==> src/rtl/hub75_pkg.sv <==
package hub75_pkg;

    // panel geometry, one scan line drives an upper and a lower row
    localparam int panel_columns     = 64;
    localparam int panel_row_pairs   = 16;
    localparam int plane_count       = 4;
    localparam int plane_base_cycles = 8;

    // scan pipeline timing
    localparam int column_cycles = 6;
    localparam int fetch_cycles  = 3;

    // framebuffer size
    localparam int framebuffer_words = 2048;
    localparam int framebuffer_bytes = 4096;

    // lowest displayed bit of each RGB565 channel
    localparam int red_plane_lsb   = 12;
    localparam int green_plane_lsb = 7;
    localparam int blue_plane_lsb  = 1;

    localparam logic [1:0] axi_resp_okay  = 2'b00;
    localparam logic [1:0] axi_resp_slverr = 2'b10;

    typedef logic [15:0] rgb565_t;
    typedef logic [10:0] fb_addr_t;
    typedef logic [5:0]  column_t;
    typedef logic [3:0]  row_t;
    typedef logic [1:0]  plane_t;

    typedef struct packed {
        fb_addr_t   address;
        rgb565_t    data;
        logic [1:0] byte_enable;
    } fb_write_t;

    typedef struct packed {
        rgb565_t top;
        rgb565_t bottom;
    } pixel_pair_t;

    typedef struct packed {
        logic r1;
        logic g1;
        logic b1;
        logic r2;
        logic g2;
        logic b2;
    } hub75_rgb_t;

endpackage
==> src/rtl/framebuffer_fetch.sv <==
module framebuffer_fetch (
    input  logic                   clk_in,
    input  logic                   reset,

    input  logic                   fetch_start,
    input  hub75_pkg::column_t     column,
    input  hub75_pkg::row_t        row,

    input  hub75_pkg::rgb565_t     ram_data,
    output hub75_pkg::fb_addr_t    ram_address,
    output logic                   ram_read_enable,

    output hub75_pkg::pixel_pair_t pixel_pair
);
    import hub75_pkg::*;

    logic [1:0] count;
    logic       half;
    rgb565_t    top_pixel;

    // count 3 reads the upper half, count 2 the lower half
    assign half            = (count == 2'd2);
    assign ram_read_enable = (count != 2'd0);

    // panel columns are wired right to left
    assign ram_address = {half, row, ~column};

    always_ff @(posedge clk_in) begin
        if (reset) begin
            count <= 2'd0;
        end else if (fetch_start) begin
            count <= 2'(fetch_cycles);
        end else if (count != 2'd0) begin
            count <= count - 1'b1;
        end
    end

    // ram output lags the address by one clock
    always_ff @(posedge clk_in) begin
        if (count == 2'd2) begin
            top_pixel <= ram_data;
        end
        // publish both halves together so the pair never mixes columns
        if (count == 2'd1) begin
            pixel_pair <= '{top: top_pixel, bottom: ram_data};
        end
    end

    // the scan controller has to leave room for the whole read sequence
    no_overlapping_fetch: assert property (
        @(posedge clk_in) disable iff (reset)
        fetch_start |-> count == 2'd0
    );

endmodule

==> config.mk <==
export PLATFORM = sky130hd
export DESIGN_NAME = framebuffer_fetch
export DESIGN_NICKNAME = d
export VERILOG_FILES = /design/src/rtl/hub75_pkg.sv /design/src/rtl/framebuffer_fetch.sv
export SDC_FILE = /design/constraint.sdc
export NUM_CORES = 1
export LEC_CHECK = 0
export ABC_AREA = 1
export ABC_CLOCK_PERIOD_IN_PS = 2300
export BUFFER_PORTS_ARGS = -buffer_cell sky130_fd_sc_hd__buf_2
export CORE_MARGIN = 2
export CORE_UTILIZATION = 40
export CTS_CLUSTER_SIZE = 30
export DETAILED_ROUTE_END_ITERATION = 7
export GPL_ROUTABILITY_DRIVEN = 0
export PLACE_DENSITY = 0.65
export SYNTH_ARGS = -nofsm -noshare
export SYNTH_HDL_FRONTEND = slang
export SYNTH_SLANG_ARGS = --single-unit
==> constraint.sdc <==
create_clock -name clk_in -period 2.3 [get_ports clk_in]
set_clock_uncertainty 0.15 [all_clocks]
set_input_delay 0.345 -clock clk_in [delete_from_list [all_inputs] [get_ports clk_in]]
set_output_delay 0.345 -clock clk_in [all_outputs]
set_load 0.05 [all_outputs]
==> out/qor.txt <==
RSZ-0062 raised after global routing: no
I/O pin count: 73
GR Overflow Total: 0
Initial Util: 41.3%
Core Util, Final: 53.8%
Post-route ant nets: 0
Post-synth EDFFs: 48
Final wirelength: 2430 um
Seq/Total Area, Yosys: 89.6%
FF/Latch Area: 1480 sq um
Crit Path Category: reg -> out
Fillers: 338
Setup TNS: 0 ns
Max-capacitance violation count: 0
Rel. slew slack: 73.7%
Required @ worst endpoint: 1.80 ns
FF-to-FF path depth: 3
Least-Margin Pin Slew: 0.395 ns
Cts hold-fix bufs: 0
First-pass GRT wire length: 3660 um
Clock slew at reported path FFs: 0.08 ns
Initial antenna violation count: 0
Vias/cell: 4.30
Fraction of layout cells with a size suffix above 1: 50.0%
CTS tree: yes
LEAKAGE: 0.000913 uW
CP endpoint: ram_read_enable
Final WS setup: 0.464 ns
Nets: 182
Avg WL per Cell: 12.1 um
Core Area: 4000 sq um
Die Wd: 68.3 um
Post-Syn Instances: 81
Pre-CTS setup slack: 0.778 ns
Reg-to-Reg End: pixel_pair[26]
DR iter-0 viols: 77
Synthesized area: 1650 sq um
Max Slew Vio Count: 0
Top cells by count, synth: edfxtp_1 (48), inv_1 (12), buf_4 (5), nand2_1 (5), ha_1 (4)
Std cell rows: 23
Die height: 68.3 um
Drc violations: 0
Routed vias: 859
Final setup fails: 0
Syn Area/Cell: 20.4 sq um
Setup Buffers After CTS: 0
Pin count of the biggest net entering global routing: 33
Area Growth Syn to Fin: 30.1%
Number of I/O port buffers: 64
Vias in the first global route: 837
Hold Fails Final Rpt: 0
Worst r2r src: count[1]
DP Area: 2010 sq um
Crit end category: output pin
Async S/R FF share, synth: 0%
H-tree levels: 2
Maximum VDD drop: 0.524 mV
Die area: 4660 sq um
R2R Setup Slk: 0.87 ns
Post-synthesis register bit count: 50
Distinct cells, synth: 9
Yosys top cell area share: 87.2%
CP startpoint: count[0]
Startpoint types: register
Final period util: 79.8%
Yosys warnings: 0
TritonRoute pass-1 iters: 4
Min-Delay Path Class: in -> reg
Multi-input gate area: 85.1 sq um
PwrDens: 969 nW/um^2
Ranking of synthesized cells by area: edfxtp_1 (87%), ha_1 (3.0%), inv_1 (2.7%), dfxtp_1 (2.4%), buf_4 (2.3%)
Tot GR Track Use: 11.4%
Data arrival, critical path: 1.34 ns
Fin area: 2150 sq um
Clock buffer depth: 2
CTS root buf: clkbuf_8
Maximum clock rate: 0.545 GHz
Dominant synthesized flop cell: edfxtp_1
Most frequent cell after synthesis: edfxtp_1
Tmin final: 1.84 ns
Antenna cells: 0
Syn nets: 114
Clk Latency, worst-skew pair: 0.29 ns
Post_cts resized: 0
Crit-path max FO: 4
Clock Sinks: 50
Status: complete, no violations
Post-synth top area cell: edfxtp_1
Dpl hpwl: 1780 um
Cts bufs inserted: 5
worst min path at each step:
stage	from	to	slack, ns	cells past startpoint
6_report	reset	count[0]	0.07	2
3_5_place_dp	top_pixel[1]	pixel_pair[17]	0.25	0
5_1_grt	ram_data[14]	top_pixel[14]	0.06	1
4_1_cts	reset	count[0]	0.06	2
3_3_place_gp	top_pixel[2]	pixel_pair[18]	0.25	0
2_1_floorplan	top_pixel[0]	pixel_pair[16]	0.25	0
cell usage in the layout (no fill, tap or decap):
cell type	netlist	final
clkinv_4	0	1
ha_1	4	4
nand2_1	5	5
nor2_1	3	3
edfxtp_1	48	48
inv_2	1	1
inv_1	12	12
nand3_1	1	1
buf_4	5	2
clkbuf_8	0	5
bufinv_16	0	2
buf_2	0	64
dfxtp_1	2	2
power breakdown:
part	total (uW)	leakage [uW]	switching (uW)	internal, uW
Combinational	291	0.000379	232	58.8
Sequential	1090	0.000466	15.9	1070
Clock	704	0.0000683	269	435
Total	2080	0.000913	516	1570
cells by family (layout without fill, tap and decap cells):
| logic type | count (synthesis) | in the layout | synth area share, % |
|---|---|---|---|
| flops | 50 | 50 | 89.6 |
| fa+ha+maj | 4 | 4 | 3.03 |
| buf+inv | 18 | 87 | 5.22 |
| simple gates | 9 | 9 | 2.12 |
stage by stage:
| step | hold WS (ns) | cells | power [uW] |
|---|---|---|---|
| after CTS | 0.0628 | 200 | 2110 |
| after floorplan | 0.250 | 81 | 1350 |
| after global placement | 0.251 | 192 | 1400 |
| after global routing | 0.0636 | 200 | 2180 |
| final | 0.0734 | 200 | 2080 |
| after detailed placement | 0.255 | 192 | 1410 |
registers in the layout, summed over array words and instances, names as in the netlist:
| register | flops |
|---|---|
| top_pixel | 16 |
| pixel_pair | 32 |
| count | 2 |
cell type report:
| class | count | share of cell area [%] |
|---|---|---|
| Multi-Input combinational cell | 13 | 3.96 |
| Sequential cell | 50 | 68.9 |
| Clock buffer | 5 | 3.20 |
| Tap cell | 50 | 2.91 |
| Timing Repair Buffer | 66 | 15.6 |
| Clock inverter | 3 | 3.20 |
| Inverter | 13 | 2.27 |
metal layers:
metal / up-vias / wire (um) / track usage (%)
li1: 413 / - / -
met1: 385 / 896 / 12.0
met2: 56 / 1190 / 18.4
met3: 5 / 308 / 6.25
met4: 0 / 31 / 5.50
met5: - / 0 / 0
critical path: stages (launching register included):
cell     delay (ns)
dfxtp_1        0.38
inv_1          0.09
ha_1           0.25
inv_2          0.07
buf_2          0.25
No activity file was read; power rests on OpenSTA's default activity.
