$ cat config.mk
export PLATFORM = sky130hd
export DESIGN_NAME = panel_scan
export DESIGN_NICKNAME = d
export VERILOG_FILES = /design/src/rtl/hub75_pkg.sv /design/src/rtl/panel_scan.sv
export SDC_FILE = /design/constraint.sdc
export NUM_CORES = 1
export LEC_CHECK = 0
export ABC_AREA = 1
export BUFFER_PORTS_ARGS = -buffer_cell sky130_fd_sc_hd__buf_4
export CAP_MARGIN = 10
export CELL_PAD_IN_SITES_DETAIL_PLACEMENT = 1
export CELL_PAD_IN_SITES_GLOBAL_PLACEMENT = 1
export CORE_UTILIZATION = 40
export DETAILED_ROUTE_END_ITERATION = 6
export MAX_ROUTING_LAYER = met4
export PLACE_DENSITY_LB_ADDON = 0.08
export SETUP_SLACK_MARGIN = 0.3
export SYNTH_ARGS = -nofsm -noshare
export SYNTH_HDL_FRONTEND = slang
export SYNTH_SLANG_ARGS = --single-unit
$ cat constraint.sdc
create_clock -name clk_in -period 1.6 [get_ports clk_in]
set_input_delay 0.16 -clock clk_in [delete_from_list [all_inputs] [get_ports clk_in]]
set_output_delay 0.16 -clock clk_in [all_outputs]
set_load 0.02 [all_outputs]
$ cat src/rtl/hub75_pkg.sv
package hub75_pkg;

    // panel geometry, one scan line drives an upper and a lower row
    localparam int panel_columns     = 64;
    localparam int panel_row_pairs   = 16;
    localparam int plane_count       = 4;
    localparam int plane_base_cycles = 8;

    // scan pipeline timing
    localparam int column_cycles = 6;
    localparam int fetch_cycles  = 3;

    // framebuffer size
    localparam int framebuffer_words = 2048;
    localparam int framebuffer_bytes = 4096;

    // lowest displayed bit of each RGB565 channel
    localparam int red_plane_lsb   = 12;
    localparam int green_plane_lsb = 7;
    localparam int blue_plane_lsb  = 1;

    localparam logic [1:0] axi_resp_okay  = 2'b00;
    localparam logic [1:0] axi_resp_slverr = 2'b10;

    typedef logic [15:0] rgb565_t;
    typedef logic [10:0] fb_addr_t;
    typedef logic [5:0]  column_t;
    typedef logic [3:0]  row_t;
    typedef logic [1:0]  plane_t;

    typedef struct packed {
        fb_addr_t   address;
        rgb565_t    data;
        logic [1:0] byte_enable;
    } fb_write_t;

    typedef struct packed {
        rgb565_t top;
        rgb565_t bottom;
    } pixel_pair_t;

    typedef struct packed {
        logic r1;
        logic g1;
        logic b1;
        logic r2;
        logic g2;
        logic b2;
    } hub75_rgb_t;

endpackage
$ cat src/rtl/panel_scan.sv
module panel_scan (
    input  logic               clk_in,
    input  logic               reset,

    output logic               fetch_start,
    output hub75_pkg::column_t column,
    output hub75_pkg::row_t    row,
    output hub75_pkg::plane_t  plane,

    output logic               panel_clk,
    output logic               panel_latch,
    output logic               panel_blank,
    output hub75_pkg::row_t    panel_row
);
    import hub75_pkg::*;

    typedef enum logic [1:0] {
        state_shift,
        state_blank_pre,
        state_latch,
        state_display
    } scan_state_t;

    scan_state_t state;
    logic [2:0]  phase;
    logic [6:0]  delay;
    logic        last_phase;

    assign last_phase  = (phase == 3'(column_cycles - 1));
    assign fetch_start = (state == state_shift) && (phase == 3'd0);

    always_ff @(posedge clk_in) begin
        if (reset) begin
            state       <= state_shift;
            phase       <= 3'd0;
            delay       <= 7'd0;
            column      <= '0;
            row         <= '0;
            plane       <= '0;
            panel_clk   <= 1'b0;
            panel_latch <= 1'b0;
            panel_blank <= 1'b1;
            panel_row   <= '0;
        end else begin
            // encoded bits settle one clock before this rising edge
            panel_clk   <= (state == state_shift) && last_phase;
            panel_latch <= 1'b0;

            case (state)
                state_shift: begin
                    if (last_phase) begin
                        phase <= 3'd0;
                        if (column == column_t'(panel_columns - 1)) begin
                            column <= '0;
                            state  <= state_blank_pre;
                        end else begin
                            column <= column + 1'b1;
                        end
                    end else begin
                        phase <= phase + 1'b1;
                    end
                end

                // let the last panel clock finish before the latch
                state_blank_pre: begin
                    panel_latch <= 1'b1;
                    panel_row   <= row;
                    state       <= state_latch;
                end

                state_latch: begin
                    // binary weighted on time
                    delay       <= 7'((plane_base_cycles << plane) - 1);
                    panel_blank <= 1'b0;
                    state       <= state_display;
                end

                state_display: begin
                    if (delay == 7'd0) begin
                        panel_blank <= 1'b1;
                        state       <= state_shift;
                        if (plane == plane_t'(plane_count - 1)) begin
                            plane <= '0;
                            if (row == row_t'(panel_row_pairs - 1)) begin
                                row <= '0;
                            end else begin
                                row <= row + 1'b1;
                            end
                        end else begin
                            plane <= plane + 1'b1;
                        end
                    end else begin
                        delay <= delay - 1'b1;
                    end
                end

                default: state <= state_shift;
            endcase
        end
    end

    // the panel must be dark and idle while the shift register is latched
    latch_while_blank: assert property (
        @(posedge clk_in) disable iff (reset)
        panel_latch |-> panel_blank && !panel_clk
    );

endmodule

==> flow_summary.toml <==
[run_status]
status = "finished, final reports clean"

[drt]
drt-vias-per-instance = 5.280
met3_wirelength_um = 137
wirelength_mm = 5.283
drt_pass1_iterations = 4
dr_wl_met2_mm = 2.784
drc_errors = 0
num_vias = 1642
routedWlPerCell_um = 16.99
wl_met1_mm = 2.205
drt_iter0_markers = 72
routed.top_layer = "met4"
ant_nets = 0

[cells_and_area]
layout_common_cells = "buf_4, nand2_1, nor2_1, dfxtp_1, a21oi_1"
drive_above_1_share = 0.4373
antennaDiodeCount = 0
fin_util = 0.6193
nets = 275
final_area_um2 = 2318
synthToLayoutAreaGrowth_pct = 44.77
final_common_cell = "buf_4"

[floorplanning]
die_w_um = 65.28
ioPinCount = 22
num_rows = 22
start_util = 0.4278
die_h_um = 65.28
fp.coreArea_um2 = 3744
die-area_um2 = 4261

[synth]
ys_seq_area_frac = 0.3875
synth_top_family_by_area = "simple AND/OR/NAND/NOR gates"
ys_types = 27
syn_inst = 216
mappedNetlistNets = 229
async_flop_share = 0
synth_edf_count = 0
synth.ff_latch_count = 31
synthMuxAreaShare = 0
yosys_warnings = 0
synth_xor_area_frac = 0.01094
syn_area_um2 = 1602
syn_avg_cell_area_um2 = 7.415
synthFlopType = "dfxtp_1"
yosys.area_share.simple = 0.2883
yosys.area_share.adder = 0.08594
synth-compound-area-share = 0.1508

[clock_tree]
clk_latency_ns = 0.28
htreeDepth = 2
holdBufCountCts = 0
cts_tree = "yes"
numCtsBuffers = 5
clockBufferDepth = 2
clkTransAtPathRegs_ns = 0.07
cts_sinks = 31
clock-root-buffer = "clkbuf_8"

[sta]
hold_violations = 0
rsz0062_at_grt = "yes"
tns_ns = 0
max-slew-margin-rel = 0.7959
max_freq_mhz = 695.2
skew_ns = 0.008165
finalSetupViolCount = 0
min_period_ns = 1.438
tightest_slew_ns = 0.3059
slew_violations = 0
fin_ws_ns = 0.1615
fin_crit_sh = 0.8991

[worst_setup_path]
crit_path_cell_trace = "inv_2 -> ha_4 -> inv_2 -> nor4_4 -> buf_4"
cp.buffers_inverters = 3
end_kind = "primary output"
r2r_setup_slack_ns = 0.17
critPathLaunchType = "flip-flop"
critPathMostFrequentCell = "inv_2"
required_ns = 1.44
cp_slowest_cell = "dfxtp_2"
critical_path_class = "flip-flop to primary output"
worstPathArrival_ns = 1.28
crit_family = "flip-flops"
crit_fanout = 4
max_stage_delay_ns = 0.34

[power_and_ir_drop]
max-vdd-ir-drop_v = 0.0005623
p_sw_mw = 0.3662
seq_power_share = 0.470
p_int_mw = 1.320
p_leak_nw = 1.031
sw_frac_of_total = 0.2172
pwr-share-clk = 0.473
power_density_nw_per_um2 = 727.1
p_comb_frac = 0.057

[global_route]
track_usage = 0.2645
antenna_found_initial = 0
grt_max_degree = 14
overflow = 0
first_global_vias = 1703
grt_pass1_wl_mm = 8.224

[placement]
dpl_cell_area_um2 = 1846
dp_slack_ns = 0.01267
port_buffers = 21
place_congestion = 0.8379
dp_hpwl_mm = 2.979

[job]
cap_violations = 0

[hold_path]
holdCritPathClass = "input port to flip-flop"
cells in the mapped netlist (all sizes together) (2+ instances only):
cell type | n | area share
ha | 11 | 0.086
a21oi | 25 | 0.078
nor2 | 30 | 0.077
dfxtp | 31 | 0.39
xor2 | 2 | 0.011
o21ai | 18 | 0.056
nor3 | 2 | 0.013
inv | 27 | 0.063
nand3b | 2 | 0.0094
nand4 | 2 | 0.0078
clkbuf | 3 | 0.013
nand3 | 15 | 0.062
nand2 | 43 | 0.11
power groups by stage:
stage                     combinational (mW)  sequential (mW)  clock [mW]
final                                 0.0968            0.792       0.797
after global routing                   0.103            0.792       0.845
after CTS                             0.0751            0.790       0.819
after detailed placement              0.0682            0.809           0
after global placement                0.0655            0.808           0
after floorplan                       0.0415            0.809           0
registers in the layout, indices dropped and copies added (netlist names):
signal       flops
state            2
column           6
row              4
panel_clk        1
phase            3
delay            7
panel_blank      1
panel_latch      1
plane            2
panel_row        4
timing repair:
item,in CTS,in global routing
buffers inserted,13,6
endpoints found under the setup margin,20,22
pin swaps,17,16
gates resized for setup,35,36
metrics by stage:
step	total power [mW]	cells	hold WS, ns
after global placement	0.8733	284	0.4547
after floorplan	0.8508	216	0.2385
after detailed placement	0.8768	284	0.4685
after CTS	1.684	305	0.1745
final	1.686	311	0.1883
after global routing	1.741	311	0.1876
worst paths after layout:
path / start / to / depth (start not counted)
max: state[1] / fetch_start / 5
min: reset / delay[6] / 2
max reg2reg: delay[0] / delay[2] / 8
min reg2reg: column[4] / column[4] / 2
routing by layer:
layer,vias up,global-route usage
met2,27,0.4613
met5,-,-
li1,794,-
met4,0,0.1033
met1,808,0.2946
met3,13,0.05382
final cells by class:
cell class	instances	area [um^2]
multi-input cells	155	1057
clock buffers	6	82.58
repair buffers	42	334.1
flip-flops and latches	31	638.1
inverters	27	111.4
fillers	464	1425
clock inverters	2	35.03
well taps	48	60.06
worst reg2reg max path, stage by stage (launching register included):
cell	delay, ns
dfxtp_2	0.33
inv_2	0.07
ha_4	0.14
inv_4	0.04
nor2_4	0.11
nand3_4	0.16
a21boi_4	0.29
nand2_1	0.11
a21oi_2	0.12
cell families after synthesis:
kind of cell | after synthesis
AOI/OAI and AO/OA | 45
xor gates and xnor gates | 2
adders and majority gates | 11
buffers and inverters | 30
DFF | 31
and+or+nand+nor | 97
(Power assumes the default switching activity.)
