### config.mk
export PLATFORM = sky130hd
export DESIGN_NAME = axil_framebuffer_write
export DESIGN_NICKNAME = d
export VERILOG_FILES = /design/src/rtl/hub75_pkg.sv /design/src/rtl/axil_framebuffer_write.sv
export SDC_FILE = /design/constraint.sdc
export NUM_CORES = 1
export LEC_CHECK = 0
export ABC_AREA = 0
export BUFFER_PORTS_ARGS = -buffer_cell sky130_fd_sc_hd__buf_2
export CAP_MARGIN = 10
export CORE_MARGIN = 4
export CORE_UTILIZATION = 47
export DETAILED_ROUTE_END_ITERATION = 16
export PLACE_DENSITY_LB_ADDON = 0.12
export RECOVER_POWER = 100
export SETUP_SLACK_MARGIN = 0.3
export SLEW_MARGIN = 20
export SYNTH_ARGS = -nofsm -noshare
export SYNTH_HDL_FRONTEND = slang
export SYNTH_SLANG_ARGS = --single-unit
### constraint.sdc
create_clock -name clk_in -period 3.8 [get_ports clk_in]
set_input_delay 0.38 -clock clk_in [delete_from_list [all_inputs] [get_ports clk_in]]
set_output_delay 0.38 -clock clk_in [all_outputs]
set_load 0.005 [all_outputs]
### src/rtl/hub75_pkg.sv
package hub75_pkg;

    // panel geometry, one scan line drives an upper and a lower row
    localparam int panel_columns     = 64;
    localparam int panel_row_pairs   = 16;
    localparam int plane_count       = 4;
    localparam int plane_base_cycles = 8;

    // scan pipeline timing
    localparam int column_cycles = 6;
    localparam int fetch_cycles  = 3;

    // framebuffer size
    localparam int framebuffer_words = 2048;
    localparam int framebuffer_bytes = 4096;

    // lowest displayed bit of each RGB565 channel
    localparam int red_plane_lsb   = 12;
    localparam int green_plane_lsb = 7;
    localparam int blue_plane_lsb  = 1;

    localparam logic [1:0] axi_resp_okay  = 2'b00;
    localparam logic [1:0] axi_resp_slverr = 2'b10;

    typedef logic [15:0] rgb565_t;
    typedef logic [10:0] fb_addr_t;
    typedef logic [5:0]  column_t;
    typedef logic [3:0]  row_t;
    typedef logic [1:0]  plane_t;

    typedef struct packed {
        fb_addr_t   address;
        rgb565_t    data;
        logic [1:0] byte_enable;
    } fb_write_t;

    typedef struct packed {
        rgb565_t top;
        rgb565_t bottom;
    } pixel_pair_t;

    typedef struct packed {
        logic r1;
        logic g1;
        logic b1;
        logic r2;
        logic g2;
        logic b2;
    } hub75_rgb_t;

endpackage
### src/rtl/axil_framebuffer_write.sv
module axil_framebuffer_write (
    input  logic                 clk_in,
    input  logic                 reset,

    input  logic [31:0]          awaddr,
    input  logic                 awvalid,
    output logic                 awready,

    input  logic [31:0]          wdata,
    input  logic [3:0]           wstrb,
    input  logic                 wvalid,
    output logic                 wready,

    output logic                 bvalid,
    output logic [1:0]           bresp,
    input  logic                 bready,

    output hub75_pkg::fb_write_t fb_write,
    output logic                 fb_write_valid
);
    import hub75_pkg::*;

    logic       aw_full;
    logic       w_full;
    fb_addr_t   aw_word;
    logic       aw_in_range;
    rgb565_t    w_data;
    logic [1:0] w_strb;

    logic aw_take;
    logic w_take;
    logic issue;

    // a channel is open while its holding slot is free and no response waits
    assign awready = !aw_full && !bvalid;
    assign wready  = !w_full && !bvalid;
    assign aw_take = awvalid && awready;
    assign w_take  = wvalid && wready;

    // both beats held, so the write goes out this cycle
    assign issue = aw_full && w_full;

    always_ff @(posedge clk_in) begin
        if (reset) begin
            aw_full        <= 1'b0;
            w_full         <= 1'b0;
            bvalid         <= 1'b0;
            bresp          <= axi_resp_okay;
            fb_write_valid <= 1'b0;
        end else begin
            fb_write_valid <= issue && aw_in_range;

            if (aw_take) begin
                aw_full <= 1'b1;
            end else if (issue) begin
                aw_full <= 1'b0;
            end

            if (w_take) begin
                w_full <= 1'b1;
            end else if (issue) begin
                w_full <= 1'b0;
            end

            if (issue) begin
                bvalid <= 1'b1;
                bresp  <= aw_in_range ? axi_resp_okay : axi_resp_slverr;
            end else if (bvalid && bready) begin
                bvalid <= 1'b0;
            end
        end
    end

    // beat contents, qualified by the full flags
    always_ff @(posedge clk_in) begin
        if (aw_take) begin
            aw_word     <= awaddr[11:1];
            aw_in_range <= (awaddr < framebuffer_bytes);
        end
        if (w_take) begin
            w_data <= wdata[15:0];
            w_strb <= wstrb[1:0];
        end
        if (issue) begin
            fb_write <= '{address: aw_word, data: w_data, byte_enable: w_strb};
        end
    end

    // response must wait for the master, unchanged
    bresp_held: assert property (
        @(posedge clk_in) disable iff (reset)
        bvalid && !bready |=> bvalid && $stable(bresp)
    );

endmodule

==> flow_metrics.env <==
export IMPL_reg2reg_depth=1
export IMPL_finalWeightedCongestion=0.700
export IMPL_cts_tree="yes"
export IMPL_start_kind="flip-flop"
export IMPL_powerDensity_nw_per_um2=550
export IMPL_setup_tns_ps=0
export IMPL_period_minus_slack_ps=2200
export IMPL_viasPerCell=4.61
export IMPL_fp_dieW_um=73.7
export IMPL_rsz0062_at_grt="no"
export IMPL_synth_top_cell_area_share_pct=87.4
export IMPL_hold_start="awaddr[10]"
export IMPL_yosys_cell_types_count=14
export IMPL_crit_path_cell_trace="nor3b_1"
export IMPL_synth_area_um2=2030
export IMPL_num_antenna_cells=0
export IMPL_use_met1_pct=14.1
export IMPL_setup_viol=0
export IMPL_num_io_pins=108
export IMPL_hold_viol_final=0
export IMPL_yosys_warnings=0
export IMPL_holdPathEnd="aw_word[9]"
export IMPL_p_leak_nw=1.03
export IMPL_wl_per_cell_um=14.2
export IMPL_place_worst_setup_slack_ps=1960
export IMPL_initial_utilization_pct=49.6
export IMPL_cts_hold_fix_buffers=0
export IMPL_core_area_um2=4090
export IMPL_ctsResizeCount=0
export IMPL_grt_max_degree=31
export IMPL_fin_util_pct=65.9
export IMPL_peakVddDrop_uv=321
export IMPL_cp_max_fo=13
export IMPL_r2r_start="aw_full"
export IMPL_cts_max_level=3
export IMPL_synth_cells=91
export IMPL_reg2reg_slack_ps=1600
export IMPL_numPortBuffers=87
export IMPL_cap_violations=1
export IMPL_hp_class="in2reg"
export IMPL_syn_area_per_cell_um2=22.3
export IMPL_min_path_cells=1
export IMPL_num_vias=1124
export IMPL_dp_hpwl_mm=2.42
export IMPL_drt_initial_drc_count=49
export IMPL_clkTransAtPathRegs_ps=70
export IMPL_drive_gt1_share_pct=42.8
export IMPL_grt_pass1_wl_mm=5.27
export IMPL_end_kind="flip-flop"
export IMPL_wirelength_mm=3.47
export IMPL_critPathLaunch="aw_full"
export IMPL_crit_slowest_cell="nor3b_1"
export IMPL_ctsRootBufferMaster="clkbuf_8"
export IMPL_numCtsBuffers=9
export IMPL_fin_crit_sh_pct=57.9
export IMPL_path_class="reg2reg"
export IMPL_flow_area_growth_from_synthesis_pct=32.7
export IMPL_finalHoldWorstSlack_ps=232
export IMPL_slew_headroom_pct=-20.7
export IMPL_cts_max_path_buffers=2
export IMPL_syn_nets=164
export IMPL_clk_latency_ps=320
export IMPL_path_buf_inv=0
export IMPL_row_count=23
export IMPL_violations="capacitance limit, slew limit"
export IMPL_firstDrtPassIters=4
export IMPL_fmax_mhz=454
export IMPL_clock_sinks=64
export IMPL_synthTopCellsByArea="edfxtp_1 87%, dfxtp_1 4.9%, nor4_1 1.5%"
export IMPL_grtUsageMet3_pct=5.06
export IMPL_crit_family="simple AND/OR/NAND/NOR gates"
export IMPL_dieArea_um2=5430
export IMPL_synth_area_leader_cell="edfxtp_1"
export IMPL_grt_busiest_layer="met2"
export IMPL_clock_skew_ps=6.91
export IMPL_worst_slew_pin_slew_ps=1810
export IMPL_grt_use_met2_pct=23.7
export IMPL_r2r_end="aw_word[2]"
export IMPL_ant_nets=0
export IMPL_setup_slack_ps=1600
export IMPL_drc=0
export IMPL_required_ps=3710
export IMPL_die_y_um=73.7
export IMPL_status="finished, violations left"
export IMPL_post_cts_buffers=0
export IMPL_antenna_found_initial=0
export IMPL_nets=262
export IMPL_grt_ovfl_total=0
export IMPL_critPathMaxStageDelay_ps=1430
export IMPL_synth_seq_area_share_pct=92.3
export IMPL_final_max_slew_viol_count=14
export IMPL_arrival_ps=2110
export IMPL_synth_seq_cells=64
export IMPL_grt_usage_pct=13.8
export IMPL_grt_pass1_vias=1198
## Yosys cell counts
| cell type | count |
|---|---|
| buf_4 | 1 |
| a211oi_2 | 1 |
| dfxtp_1 | 5 |
| nand3_1 | 1 |
| nand2b_1 | 1 |
| conb_1 | 1 |
| nor4_1 | 5 |
| inv_1 | 3 |
| nor3b_2 | 2 |
| nand2_1 | 2 |
| nor2_1 | 5 |
| a21oi_1 | 4 |
| edfxtp_1 | 59 |
| nor3b_1 | 1 |
## cells in the final DEF, fill, tap and decap left out, drive strengths merged
| cell | synthesis | routed |
|---|---|---|
| a211oi | 1 | 1 |
| a21oi | 4 | 4 |
| buf | 1 | 72 |
| bufinv | 0 | 2 |
| clkbuf | 0 | 28 |
| clkinv | 0 | 3 |
| conb | 1 | 1 |
| dfxtp | 5 | 5 |
| edfxtp | 59 | 59 |
| inv | 3 | 2 |
| nand2 | 2 | 2 |
| nand2b | 1 | 1 |
| nand3 | 1 | 1 |
| nor2 | 5 | 5 |
| nor3b | 3 | 3 |
| nor4 | 5 | 5 |
## per-layer routing
layer	routed length, um	part of all wire [%]
met1	1280	37
met2	1790	52
met3	384	11
met4	19	0.55
met5	0	0
## cell type report
type / instances / area (um^2)
Sequential cell: 64 / 1870
Inverter: 3 / 11.3
Timing Repair Buffer: 88 / 419
Clock buffer: 12 / 135
Multi-Input combinational cell: 23 / 123
Clock inverter: 4 / 68.8
Fill cell: 297 / 1400
Tap cell: 50 / 62.6
## kinds of logic after synthesis
| kind of cell | Yosys count | share of synthesized area [%] |
|---|---|---|
| flip-flops | 64 | 92.3 |
| AND/OR/NAND/NOR | 17 | 5.00 |
| AO/OA/AOI/OAI | 5 | 1.60 |
| buffers and inverters | 4 | 0.925 |
| other | 1 | 0.185 |
## registers in the layout, summed over array words and instances, names as in the netlist
register        count
aw_full             1
aw_in_range         1
aw_word            11
bresp               1
bvalid              1
fb_write           29
fb_write_valid      1
w_data             16
w_full              1
w_strb              2
## metrics by stage
| stage | area [um^2] | cells | total power [mW] |
|---|---|---|---|
| finish | 2690 | 244 | 1.48 |
| detailed placement | 2530 | 228 | 0.910 |
| global placement | 2530 | 228 | 0.904 |
| CTS | 2730 | 244 | 1.50 |
| global route | 2690 | 244 | 1.54 |
| floorplan | 2030 | 91 | 0.861 |
## how the worst max path moves through the flow
| stage | slack (ps) | cells past startpoint | to |
|---|---|---|---|
| detailed placement | 1960 | 2 | fb_write[11] |
| finish | 1600 | 1 | aw_word[2] |
| CTS | 1950 | 2 | fb_write[5] |
| floorplan | 2230 | 1 | w_data[0] |
| global route | 1360 | 3 | aw_full |
| global placement | 2060 | 2 | fb_write[4] |
## power by group
| group | switching [mW] | total (mW) | internal [mW] |
|---|---|---|---|
| clock network | 0.224 | 0.591 | 0.367 |
| logic | 0.0347 | 0.0642 | 0.0295 |
| registers | 0.0112 | 0.826 | 0.814 |
| total | 0.270 | 1.48 | 1.21 |
Note: power is estimated with default switching activity, not from simulation.
