### config.mk
export PLATFORM = sky130hd
export DESIGN_NAME = bitplane_encoder
export DESIGN_NICKNAME = d
export VERILOG_FILES = /design/src/rtl/hub75_pkg.sv /design/src/rtl/bitplane_encoder.sv
export SDC_FILE = /design/constraint.sdc
export NUM_CORES = 1
export LEC_CHECK = 0
export BUFFER_PORTS_ARGS = -buffer_cell sky130_fd_sc_hd__buf_2
export CAP_MARGIN = 40
export CORE_MARGIN = 2
export CORE_UTILIZATION = 30
export DETAILED_ROUTE_END_ITERATION = 16
export GPL_ROUTABILITY_DRIVEN = 0
export GPL_TIMING_DRIVEN = 0
export MAX_ROUTING_LAYER = met4
export PLACE_DENSITY = 0.68
export SKIP_LAST_GASP = 1
export SYNTH_ARGS = -nofsm -noshare
export SYNTH_HDL_FRONTEND = slang
export SYNTH_SLANG_ARGS = --single-unit
### constraint.sdc
create_clock -name clk_in -period 2.2 [get_ports clk_in]
set_input_delay 0.33 -clock clk_in [delete_from_list [all_inputs] [get_ports clk_in]]
set_output_delay 0.33 -clock clk_in [all_outputs]
set_load 0.01 [all_outputs]
### src/rtl/hub75_pkg.sv
package hub75_pkg;

    // panel geometry, one scan line drives an upper and a lower row
    localparam int panel_columns     = 64;
    localparam int panel_row_pairs   = 16;
    localparam int plane_count       = 4;
    localparam int plane_base_cycles = 8;

    // scan pipeline timing
    localparam int column_cycles = 6;
    localparam int fetch_cycles  = 3;

    // framebuffer size
    localparam int framebuffer_words = 2048;
    localparam int framebuffer_bytes = 4096;

    // lowest displayed bit of each RGB565 channel
    localparam int red_plane_lsb   = 12;
    localparam int green_plane_lsb = 7;
    localparam int blue_plane_lsb  = 1;

    localparam logic [1:0] axi_resp_okay  = 2'b00;
    localparam logic [1:0] axi_resp_slverr = 2'b10;

    typedef logic [15:0] rgb565_t;
    typedef logic [10:0] fb_addr_t;
    typedef logic [5:0]  column_t;
    typedef logic [3:0]  row_t;
    typedef logic [1:0]  plane_t;

    typedef struct packed {
        fb_addr_t   address;
        rgb565_t    data;
        logic [1:0] byte_enable;
    } fb_write_t;

    typedef struct packed {
        rgb565_t top;
        rgb565_t bottom;
    } pixel_pair_t;

    typedef struct packed {
        logic r1;
        logic g1;
        logic b1;
        logic r2;
        logic g2;
        logic b2;
    } hub75_rgb_t;

endpackage
### src/rtl/bitplane_encoder.sv
module bitplane_encoder (
    input  logic                   clk_in,
    input  logic                   reset,

    input  hub75_pkg::pixel_pair_t pixel_pair,
    input  hub75_pkg::plane_t      plane,

    output hub75_pkg::hub75_rgb_t  rgb
);
    import hub75_pkg::*;

    hub75_rgb_t rgb_next;

    // red, green and blue bit of one pixel for the given plane
    function automatic logic [2:0] plane_bits(input rgb565_t pixel, input plane_t p);
        logic red;
        logic green;
        logic blue;
        red   = pixel[red_plane_lsb + p];
        // green keeps only its upper four of six bits
        green = pixel[green_plane_lsb + p];
        blue  = pixel[blue_plane_lsb + p];
        return {red, green, blue};
    endfunction

    always_comb begin
        {rgb_next.r1, rgb_next.g1, rgb_next.b1} = plane_bits(pixel_pair.top, plane);
        {rgb_next.r2, rgb_next.g2, rgb_next.b2} = plane_bits(pixel_pair.bottom, plane);
    end

    // panel data lines start dark
    always_ff @(posedge clk_in) begin
        if (reset) begin
            rgb <= '0;
        end else begin
            rgb <= rgb_next;
        end
    end

endmodule

==> flow_summary.rst, run 1 <==
.. list-table::
   :header-rows: 1

   * - Metric
     - Value
   * - Outcome
     - complete, no violations
   * - Combinational family with the most area after synthesis
     - multiplexers
   * - Synthesized-area fraction occupied by adder cells
     - under 10%
   * - Slew at the pin closest to its max-slew limit
     - around 330 ps
   * - Tightest slew margin relative to the limit
     - 78.3%
   * - Standard cell core area
     - between 0.0015 and 0.002 mm^2
   * - Antenna cells
     - 0
   * - Post-DP HPWL
     - between 800 and 900 um
   * - CP Data Arrival Time
     - about 1800 ps
   * - Inserted Clock Buffers
     - 3
   * - Xor/xnor share of the synthesized area
     - 0%
   * - Mux cell area share after synthesis
     - between 50% and 60%
   * - Met3 Track Usage GR
     - 1.22%
   * - Port bufs
     - 41
   * - Count of distinct cell types in the synthesized netlist
     - 10
   * - Post-synthesis to final-layout area growth
     - 50.1%
   * - Lkg Pwr
     - between 0.0003 and 0.0004 uW
   * - Area of the multi-input gates
     - between 300 and 400 um^2
   * - Number of max-slew violations in the final report
     - 0
   * - Clk network pwr share
     - ~30%
   * - Crit path max fanout
     - 10
   * - Vias
     - about 460
   * - Highest-delay cell along the critical path
     - sky130_fd_sc_hd__mux4_1
   * - Type of element launching the critical path
     - input pin
   * - Worst Path Class, Setup
     - in2reg
   * - Number of optimization iterations in the first detailed-route pass
     - 2
   * - Switching pwr
     - 80.8 uW
   * - Final clock period utilization by the worst path
     - approximately 75%
   * - Antenna Violating Nets Remaining
     - 0
   * - Fraction of met2 tracks used by global routing
     - around 18%
   * - Startpoint of the tightest hold check path
     - reset
   * - Complex-gate fraction of the synthesized area
     - a little over 7%
   * - Registers with the most flip-flops
     - rgb: 6 flops
   * - Finish-stage setup viols
     - 0
   * - Number of top-level design ports
     - between 40 and 50
   * - Critical Path, Cell by Cell
     - buf_2 > buf_6 > inv_1 > ha_1 > clkbuf_1 > mux4_1 > a22o_1
   * - Number of filler instances in the final layout
     - 136
   * - Max clock buf depth
     - 2
   * - Internal
     - approximately 250 uW
   * - Final number of hold-violating endpoints
     - 0
   * - Worst hold path cell count
     - 2
   * - Count of state elements after synthesis
     - 6
   * - Required time reported for the critical path endpoint
     - roughly 2300 ps
   * - Gate Count Post-Synth
     - 32
   * - Max-cap violations
     - 0
   * - Final worst path period need
     - between 1500 and 2000 ps
   * - Sequential standard cell area
     - 120 um^2
   * - Kind of cell adding the most delay to the critical path
     - buffers and inverters
   * - Initial core utilization
     - 32.4%
   * - Commonest non-fill, non-tap cell in the layout
     - sky130_fd_sc_hd__buf_2
   * - Initial antenna violation count
     - 0
   * - Buf/Inv on CP
     - 4
   * - Power density of the placed cells
     - ~450 mW/mm^2
   * - CTS Hold Bufs
     - 0
   * - Aggregate negative setup slack
     - 0 ps
   * - Post-CTS setup buffer count
     - 0
   * - Post-synthesis instance area
     - around 490 um^2
   * - Final wirelength
     - roughly 1000 um
   * - Gate power share
     - between 30% and 40%
   * - Switching power share of the total
     - approximately 24%
   * - Overall global routing resource usage
     - a little under an eighth
   * - Via density per instance
     - between 4 and 5
   * - Achievable frequency
     - 606 MHz
   * - Clock-pin slew reported for the worst setup and hold paths after clock tree synthesis
     - approximately 40 ps
   * - Type of destination of the critical path
     - register
   * - Number of rows in the core area
     - 14
   * - NumNets Final
     - between 100 and 150
   * - Die Span X
     - between 40 and 50 um
   * - Htree depth
     - 1
   * - Initial DRC Count
     - 3
   * - Fraction of final layout cells sized beyond drive strength 1
     - roughly 61%
   * - Final routed DRC violation total
     - 0
   * - Hold crit path type
     - in2reg
   * - Area fraction in and, or, nand and nor cells after synthesis
     - under 10%
   * - Floorplan die height
     - 44.6 um
   * - Count of yosys warnings during synthesis
     - 0
   * - Mapped Avg Cell Area
     - roughly 15 um^2
   * - Unrepaired setup endpoints after global routing
     - no
   * - TritonCTS clock tree
     - done
   * - CP peak stage delay
     - approximately 340 ps
   * - DR WL/cell
     - 10.9 um
   * - Clock root buffer
     - sky130_fd_sc_hd__clkbuf_4
   * - Sinks on the clock net
     - 6
   * - Capture endpoint of the worst hold path
     - rgb[5]
   * - Total global routing overflow
     - 0
   * - Die Outline Area
     - slightly below 0.002 mm^2
   * - Number of nets in the synthesized netlist
     - 70
   * - Post-Place Cell Area
     - between 700 and 800 um^2
   * - Area of all placed cells without fillers
     - 742 um^2
   * - Post-CTS resize count
     - 0
   * - Via count of the first global-routing pass
     - about 400
   * - Biggest register
     - rgb
   * - Max reg flops
     - 6
   * - Max rail drop VDD
     - 0.142 mV
   * - Portion of the post-synthesis area used by sequential elements
     - around 24%
   * - Pin count of the biggest net entering global routing
     - 11
   * - GR met1 Demand/Resource
     - between 10% and 20%
   * - Top library cells by usage in the layout, fill and taps aside
     - sky130_fd_sc_hd__buf_2, sky130_fd_sc_hd__mux4_1, sky130_fd_sc_hd__dfxtp_1, sky130_fd_sc_hd__nor2b_1, sky130_fd_sc_hd__a22o_1
   * - Busiest metal layer after global routing
     - met2
   * - Part of the power in registers
     - a little over a third
   * - First-pass GRT wire length
     - roughly 1600 um
## layout make-up
cell class                      count  area share (%)
Multi-Input combinational cell     22            47.4
Timing Repair Buffer               41            27.7
Sequential cell                     6            16.2
Clock buffer                        3            3.04
Tap cell                           16            2.70
Buffer                              2            2.02
Inverter                            2            1.01
## cell families (layout without fill, tap and decap cells)
family                   Yosys count  after routing
flip-flops                         6              6
AND/OR/NAND/NOR                    6              6
multiplexers                      10             10
adder cells (fa/ha/maj)            2              2
AO/OA/AOI/OAI                      4              4
buffers and inverters              4             48
## power by group through the flow
stage / Sequential, uW / Clock, uW / Combinational [uW]
floorplan: 130 / 0 / 56.8
global placement: 124 / 0 / 110
detailed placement: 124 / 0 / 112
CTS: 122 / 105 / 112
global route: 122 / 109 / 122
finish: 122 / 101 / 110
## metrics by stage
| step | instances | hold WS (ps) | total power [uW] | util (%) | worst slack [ps] |
|---|---|---|---|---|---|
| after floorplan | 32 | 402 | 187 | - | 539 |
| after global placement | 89 | 580 | 234 | 47.2 | 276 |
| after detailed placement | 89 | 578 | 236 | 47.2 | 269 |
| after CTS | 92 | 318 | 339 | 48.7 | 528 |
| after global routing | 92 | 339 | 353 | 48.7 | 407 |
| final | 92 | 322 | 333 | 48.7 | 550 |
## Yosys cell counts
| library cell | number | area, um^2 |
|---|---|---|
| sky130_fd_sc_hd__a22o_1 | 4 | 35.0 |
| sky130_fd_sc_hd__buf_6 | 1 | 11.3 |
| sky130_fd_sc_hd__clkbuf_1 | 1 | 3.75 |
| sky130_fd_sc_hd__dfxtp_1 | 6 | 120 |
| sky130_fd_sc_hd__ha_1 | 2 | 25.0 |
| sky130_fd_sc_hd__inv_1 | 2 | 7.51 |
| sky130_fd_sc_hd__mux4_1 | 9 | 236 |
| sky130_fd_sc_hd__mux4_2 | 1 | 22.5 |
| sky130_fd_sc_hd__nor2_1 | 2 | 7.51 |
| sky130_fd_sc_hd__nor2b_1 | 4 | 25.0 |
## layer usage
metal	vias up	wire length (um)
met5	-	0
met4	0	30
met3	4	65
met2	23	516
met1	199	388
li1	231	-
## worst max-delay path by stage
stage / from / end / slack (ps) / depth (start not counted)
after global placement: plane[0] / rgb[4] / 280 / 7
after CTS: plane[0] / rgb[3] / 530 / 7
after global routing: plane[0] / rgb[4] / 410 / 7
final: plane[0] / rgb[3] / 550 / 7
after detailed placement: plane[0] / rgb[3] / 270 / 7
after floorplan: plane[0] / rgb[4] / 540 / 6
Note: power is estimated with default switching activity, not from simulation.
==> inputs of run 2 (changes only) <==
==> constraint.sdc (replaced) <==
create_clock -name clk_in -period 1.6 [get_ports clk_in]
set_input_delay 0.24 -clock clk_in [delete_from_list [all_inputs] [get_ports clk_in]]
set_output_delay 0.24 -clock clk_in [all_outputs]
set_load 0.01 [all_outputs]
==> run 2 against run 1 <==
Against the previous run:
- combinational power up 38%
- via count down 0.66%
- clock power rose by 38%
- critical path depth is 1 lower
- critical path type unchanged
- critical endpoint unchanged
- largest cell class unchanged
- largest power group unchanged
==> flow_summary.rst, run 2 (same netlist as run 1, synthesis figures left out) <==
.. list-table::
   :header-rows: 1

   * - Metric
     - Value
   * - Max clock buf depth
     - 2
   * - Type of element launching the critical path
     - input pin
   * - Finish-stage setup viols
     - 0
   * - Post-DP HPWL
     - 879 um
   * - Clock root buffer
     - sky130_fd_sc_hd__clkbuf_4
   * - Via density per instance
     - 4.99
   * - Area of the multi-input gates
     - roughly 350 um^2
   * - DR WL/cell
     - around 11 um
   * - Worst Path Class, Setup
     - in2reg
   * - Number of optimization iterations in the first detailed-route pass
     - 2
   * - Post-CTS setup buffer count
     - 0
   * - Sinks on the clock net
     - 6
   * - Post-Place Cell Area
     - 719 um^2
   * - Final wirelength
     - 998 um
   * - CP peak stage delay
     - between 400 and 500 ps
   * - Fraction of final layout cells sized beyond drive strength 1
     - between 60% and 70%
   * - Initial antenna violation count
     - 0
   * - Overall global routing resource usage
     - 11.6%
   * - Commonest non-fill, non-tap cell in the layout
     - sky130_fd_sc_hd__buf_2
   * - Die Span X
     - between 40 and 50 um
   * - Max reg flops
     - 6
   * - Antenna cells
     - 0
   * - Htree depth
     - 1
   * - CP Data Arrival Time
     - approximately 1600 ps
   * - Max rail drop VDD
     - slightly below 0.2 mV
   * - Critical Path, Cell by Cell
     - buf_2 > buf_6 > inv_1 > ha_1 > mux4_1 > a22o_1
   * - Sequential standard cell area
     - between 100 and 150 um^2
   * - Post-CTS resize count
     - 0
   * - Type of destination of the critical path
     - register
   * - Biggest register
     - rgb
   * - Unrepaired setup endpoints after global routing
     - no
   * - Clock-pin slew reported for the worst setup and hold paths after clock tree synthesis
     - around 40 ps
   * - Registers with the most flip-flops
     - rgb: 6 flops
   * - Worst hold path cell count
     - 2
   * - Buf/Inv on CP
     - 3
   * - Number of rows in the core area
     - 14
   * - Initial core utilization
     - between 30% and 40%
   * - NumNets Final
     - 115
   * - Floorplan die height
     - about 45 um
   * - Kind of cell adding the most delay to the critical path
     - adder cells
   * - CTS Hold Bufs
     - 0
   * - Lkg Pwr
     - a little under 0.0004 uW
   * - Top library cells by usage in the layout, fill and taps aside
     - sky130_fd_sc_hd__buf_2, sky130_fd_sc_hd__mux4_1, sky130_fd_sc_hd__dfxtp_1, sky130_fd_sc_hd__nor2b_1, sky130_fd_sc_hd__a22o_1
   * - Crit path max fanout
     - 10
   * - Antenna Violating Nets Remaining
     - 0
   * - Worst hold-check slack
     - roughly 230 ps
   * - Required time reported for the critical path endpoint
     - about 1700 ps
   * - Number of top-level design ports
     - between 40 and 50
   * - Achievable frequency
     - 703 MHz
   * - Die Outline Area
     - around 0.002 mm^2
   * - Standard cell core area
     - ~0.0015 mm^2
   * - Final worst path period need
     - 1420 ps
   * - Number of max-slew violations in the final report
     - 0
   * - Highest-delay cell along the critical path
     - sky130_fd_sc_hd__ha_1
   * - Final clock period utilization by the worst path
     - around 89%
   * - Tightest slew margin relative to the limit
     - between 80% and 90%
   * - Final routed DRC violation total
     - 0
   * - Area of all placed cells without fillers
     - approximately 740 um^2
   * - Max-cap violations
     - 0
   * - Power density of the placed cells
     - 620 mW/mm^2
   * - Inserted Clock Buffers
     - 3
   * - Outcome
     - complete, no violations
   * - Pin count of the biggest net entering global routing
     - 11
   * - Capture endpoint of the worst hold path
     - rgb[5]
   * - Final number of hold-violating endpoints
     - 0
   * - Startpoint of the tightest hold check path
     - reset
   * - Vias
     - roughly 450
   * - First-pass GRT wire length
     - roughly 1600 um
   * - Slew at the pin closest to its max-slew limit
     - ~240 ps
   * - Total global routing overflow
     - 0
   * - Initial DRC Count
     - 3
   * - Hold crit path type
     - in2reg
   * - TritonCTS clock tree
     - done
   * - Via count of the first global-routing pass
     - about 400
   * - Number of filler instances in the final layout
     - approximately 140
   * - Post-synthesis to final-layout area growth
     - 49.4%
   * - Port bufs
     - between 40 and 50
run 2: cell count changes in the layout (fill, tap and decap cells not counted):
| cell | previous run | this run |
|---|---|---|
| sky130_fd_sc_hd__clkbuf_1 | 1 | 0 |
run 2: layout make-up:
cell class | count | share of cell area [%]
plain buffers | 1 | 1.53
clock buffers | 3 | 3.05
inverters | 2 | 1.02
multi-input cells | 22 | 47.6
flip-flops and latches | 6 | 16.3
well taps | 16 | 2.71
repair buffers | 41 | 27.8
run 2: report_power, final:
group | switching (uW) | internal, uW | total [uW]
logic | 53.8 | 97.8 | 152
clock network | 54.5 | 84.8 | 139
registers | 2.36 | 165 | 167
run 2: worst max path at each step:
stage | cells after the start | endpoint | start | slack (ps)
3_5_place_dp | 7 | rgb[3] | plane[0] | -240
2_1_floorplan | 6 | rgb[4] | plane[0] | 30
5_1_grt | 6 | rgb[4] | plane[0] | 70
3_3_place_gp | 7 | rgb[4] | plane[0] | -230
6_report | 6 | rgb[3] | plane[0] | 180
4_1_cts | 7 | rgb[3] | plane[0] | 20
run 2: per-stage QoR:
stage,instances,utilization [%],TNS (ps),total power (uW),setup WS (ps)
after detailed placement,89,47.2,-916,324,-241
final,91,48.4,0,458,178
after CTS,92,48.7,0,465,18.4
after global placement,89,47.2,-892,322,-234
after global routing,91,48.4,0,485,66.3
after floorplan,32,-,0,257,29.1
run 2: per-layer routing:
metal	global-route usage [%]	part of all wire, %
met5	-	0
met4	10.9	3.0
met3	1.22	6.5
met2	18.3	52
met1	12.6	39
==> inputs of run 3 (changes only) <==
--- a/config.mk
+++ b/config.mk
@@ -5,15 +5,17 @@
 export SDC_FILE = /design/constraint.sdc
 export NUM_CORES = 1
 export LEC_CHECK = 0
+export ABC_AREA = 1
 export BUFFER_PORTS_ARGS = -buffer_cell sky130_fd_sc_hd__buf_2
 export CAP_MARGIN = 40
+export CORE_ASPECT_RATIO = 0.75
 export CORE_MARGIN = 2
 export CORE_UTILIZATION = 30
 export DETAILED_ROUTE_END_ITERATION = 16
 export GPL_ROUTABILITY_DRIVEN = 0
 export GPL_TIMING_DRIVEN = 0
 export MAX_ROUTING_LAYER = met4
-export PLACE_DENSITY = 0.68
+export PLACE_DENSITY = 0.64
 export SKIP_LAST_GASP = 1
 export SYNTH_ARGS = -nofsm -noshare
 export SYNTH_HDL_FRONTEND = slang
==> run 3 against run 2 <==
Against the previous run:
- total power grew 12%
- flip-flop and latch count is the same
- setup slack lost 26 ps
- synthesized area grew 28%
- first-iteration DRC count grew to 5.7 times the previous value
- design area grew 21%
- routed wire length grew 52%
- final cell count grew 88%
- synthesized cell count grew to 3.2 times the previous value
- maximum frequency shrank 1.8%
- non-clock buffer count grew 3
- critical path depth grew 4
==> flow_summary.rst, run 3 <==
.. list-table::
   :header-rows: 1

   * - Metric
     - Value
   * - Outcome
     - complete, no violations
   * - CP peak stage delay
     - 290 ps
   * - Hold crit path type
     - in2reg
   * - Capture endpoint of the worst hold path
     - rgb[1]
   * - Post-DP HPWL
     - approximately 1300 um
   * - Asr flop ratio synth
     - 0%
   * - Achievable frequency
     - just under 700 MHz
   * - Max rail drop VDD
     - about 0.5 mV
   * - Number of max-slew violations in the final report
     - 0
   * - Antenna Violating Nets Remaining
     - 0
   * - Top library cells by usage in the layout, fill and taps aside
     - sky130_fd_sc_hd__buf_2, sky130_fd_sc_hd__nand2_1, sky130_fd_sc_hd__inv_1, sky130_fd_sc_hd__nand3_1, sky130_fd_sc_hd__nor2_1
   * - Crit path max fanout
     - 10
   * - Finish-stage setup viols
     - 0
   * - Max reg flops
     - 6
   * - Area of all placed cells without fillers
     - a little under 900 um^2
   * - Portion of the post-synthesis area used by sequential elements
     - 19.0%
   * - Required time reported for the critical path endpoint
     - 1770 ps
   * - Buf/Inv on CP
     - 6
   * - Prevailing post-synth register cell
     - sky130_fd_sc_hd__dfxtp_1
   * - Biggest register
     - rgb
   * - Worst hold path cell count
     - 2
   * - Htree depth
     - 1
   * - Lkg Pwr
     - 0.000552 uW
   * - Top cells by area, synth
     - sky130_fd_sc_hd__dfxtp_1, sky130_fd_sc_hd__nand2_1, sky130_fd_sc_hd__nand3_1
   * - Number of optimization iterations in the first detailed-route pass
     - 4
   * - Mux cell area share after synthesis
     - 0%
   * - Final routed DRC violation total
     - 0
   * - Type of destination of the critical path
     - register
   * - Synthesized-area fraction occupied by adder cells
     - 3.95%
   * - Post-synth EDFFs
     - 0
   * - Fraction of final layout cells sized beyond drive strength 1
     - about two fifths
   * - DR WL/cell
     - 8.89 um
   * - NumNets Final
     - approximately 190
   * - Startpoint of the tightest hold check path
     - reset
   * - Tightest slew margin relative to the limit
     - 89.7%
   * - Overall global routing resource usage
     - about 14%
   * - Die Span X
     - roughly 57 um
   * - Top cells by count, synth
     - sky130_fd_sc_hd__nand2_1, sky130_fd_sc_hd__inv_1, sky130_fd_sc_hd__nand3_1
   * - Standard cell core area
     - ~0.002 mm^2
   * - Highest-delay cell along the critical path
     - sky130_fd_sc_hd__ha_1
   * - Area fraction in and, or, nand and nor cells after synthesis
     - between 40% and 50%
   * - Max-cap violations
     - 0
   * - Total global routing overflow
     - 0
   * - Commonest non-fill, non-tap cell in the layout
     - sky130_fd_sc_hd__buf_2
   * - Count of yosys warnings during synthesis
     - 0
   * - Initial DRC Count
     - 17
   * - Final worst path period need
     - about 1400 ps
   * - Port bufs
     - between 40 and 50
   * - CP Data Arrival Time
     - roughly 1600 ps
   * - Final clock period utilization by the worst path
     - between 90% and 100%
   * - Kind of cell adding the most delay to the critical path
     - buffers and inverters
   * - Type of element launching the critical path
     - input pin
   * - Number of rows in the core area
     - 14
   * - Post-Place Cell Area
     - around 870 um^2
   * - Via density per instance
     - around 4.4
   * - Xor/xnor share of the synthesized area
     - 0%
   * - Sinks on the clock net
     - 6
   * - Power density of the placed cells
     - approximately 570 mW/mm^2
   * - Inserted Clock Buffers
     - 3
   * - Worst Path Class, Setup
     - in2reg
   * - Area fraction of the dominant cell type after synthesis
     - about a fifth
   * - Slew at the pin closest to its max-slew limit
     - roughly 150 ps
   * - Clock root buffer
     - sky130_fd_sc_hd__clkbuf_4
   * - Unrepaired setup endpoints after global routing
     - no
   * - Critical Path, Cell by Cell
     - buf_2 > buf_6 > inv_8 > buf_12 > ha_1 > buf_6 > clkinvlp_4 > nand3_1 > nand3_1 > a21oi_1
   * - Antenna cells
     - 0
   * - Cell type contributing the most total cell area after synthesis
     - sky130_fd_sc_hd__dfxtp_1
   * - Dominant cell by count in the synthesized netlist
     - sky130_fd_sc_hd__nand2_1
   * - TritonCTS clock tree
     - done
   * - Mapped Avg Cell Area
     - 6.15 um^2
   * - Initial antenna violation count
     - 0
   * - Worst hold-check slack
     - about 240 ps
   * - First-pass GRT wire length
     - about 2700 um
   * - Complex-gate fraction of the synthesized area
     - ~8%
   * - Pin count of the biggest net entering global routing
     - 11
   * - Max clock buf depth
     - 2
   * - Count of distinct cell types in the synthesized netlist
     - 13
   * - Gate Count Post-Synth
     - roughly 100
   * - Vias
     - 760
   * - Count of state elements after synthesis
     - 6
   * - Via count of the first global-routing pass
     - approximately 700
   * - Post-synthesis to final-layout area growth
     - 41.3%
   * - Final wirelength
     - between 1500 and 2000 um
   * - Floorplan die height
     - ~44 um
   * - Clock-pin slew reported for the worst setup and hold paths after clock tree synthesis
     - roughly 40 ps
   * - Post-synthesis instance area
     - 633 um^2
   * - Number of nets in the synthesized netlist
     - 141
   * - Number of top-level design ports
     - 42
   * - Final number of hold-violating endpoints
     - 0
   * - Initial core utilization
     - approximately a third
   * - Combinational family with the most area after synthesis
     - simple AND/OR/NAND/NOR gates
   * - Number of filler instances in the final layout
     - about 240
   * - Registers with the most flip-flops
     - rgb: 6 flops
   * - Die Outline Area
     - around 0.0025 mm^2
==> run 3: cell count changes after synthesis, moves of 5 or more <==
cell	delta
sky130_fd_sc_hd__mux4_1	-9
sky130_fd_sc_hd__nand2_1	+27
sky130_fd_sc_hd__nand2_4	+5
sky130_fd_sc_hd__nor2_1	+6
sky130_fd_sc_hd__inv_1	+18
sky130_fd_sc_hd__nand3_1	+18
sky130_fd_sc_hd__a21oi_1	+6
==> run 3: power breakdown <==
part           leakage (uW)  internal, uW  switching, uW
clock             0.0000138          84.6           51.6
combinational      0.000488          99.9            110
sequential        0.0000499           164           2.48
==> run 3: layout make-up <==
class,count,area (um^2),share of cell area [%]
plain buffers,4,53.8,6.01
clock buffers,3,22.5,2.52
inverters,21,90.1,10.1
multi-input cells,72,373,41.7
flip-flops and latches,6,120,13.4
well taps,24,30.0,3.36
repair buffers,41,205,22.9
==> run 3: timing repair <==
| action | CTS | global route |
|---|---|---|
| resized for setup | 0 | 1 |
| setup buffers | 0 | 0 |
| setup endpoints to repair | 0 | 3 |
| hold buffers | 0 | 0 |
==> run 3: cells by family after synthesis <==
| kind of cell | count (synthesis) |
|---|---|
| buf+inv | 25 |
| simple gates | 60 |
| fa+ha+maj | 2 |
| flops | 6 |
| compound gates | 10 |
==> run 3: per-stage QoR <==
step           setup slack [ps]  power, uW  TNS (ps)  util, %  instances
5_1_grt                    56.7        556         0     44.8        171
3_3_place_gp               -150        376      -585     43.5        168
6_report                    152        512         0     44.8        171
4_1_cts                    82.6        518         0     44.6        171
2_1_floorplan               132        299         0        -        103
3_5_place_dp               -170        379      -606     43.5        168
==> run 3: worst max path at each step <==
stage,endpoint,startpoint,cells after the start
after detailed placement,rgb[0],plane[0],11
after global routing,rgb[0],plane[0],11
after floorplan,rgb[0],plane[0],10
final,rgb[0],plane[0],10
after CTS,rgb[0],plane[0],11
after global placement,rgb[4],plane[0],11
==> run 3: routing by layer <==
layer | track usage [%] | vias up | wire length (um)
met5 | - | - | 0
met4 | 1.40 | 0 | 0
met3 | 5.07 | 0 | 126
met2 | 26.0 | 28 | 708
met1 | 15.0 | 327 | 686
li1 | - | 405 | -
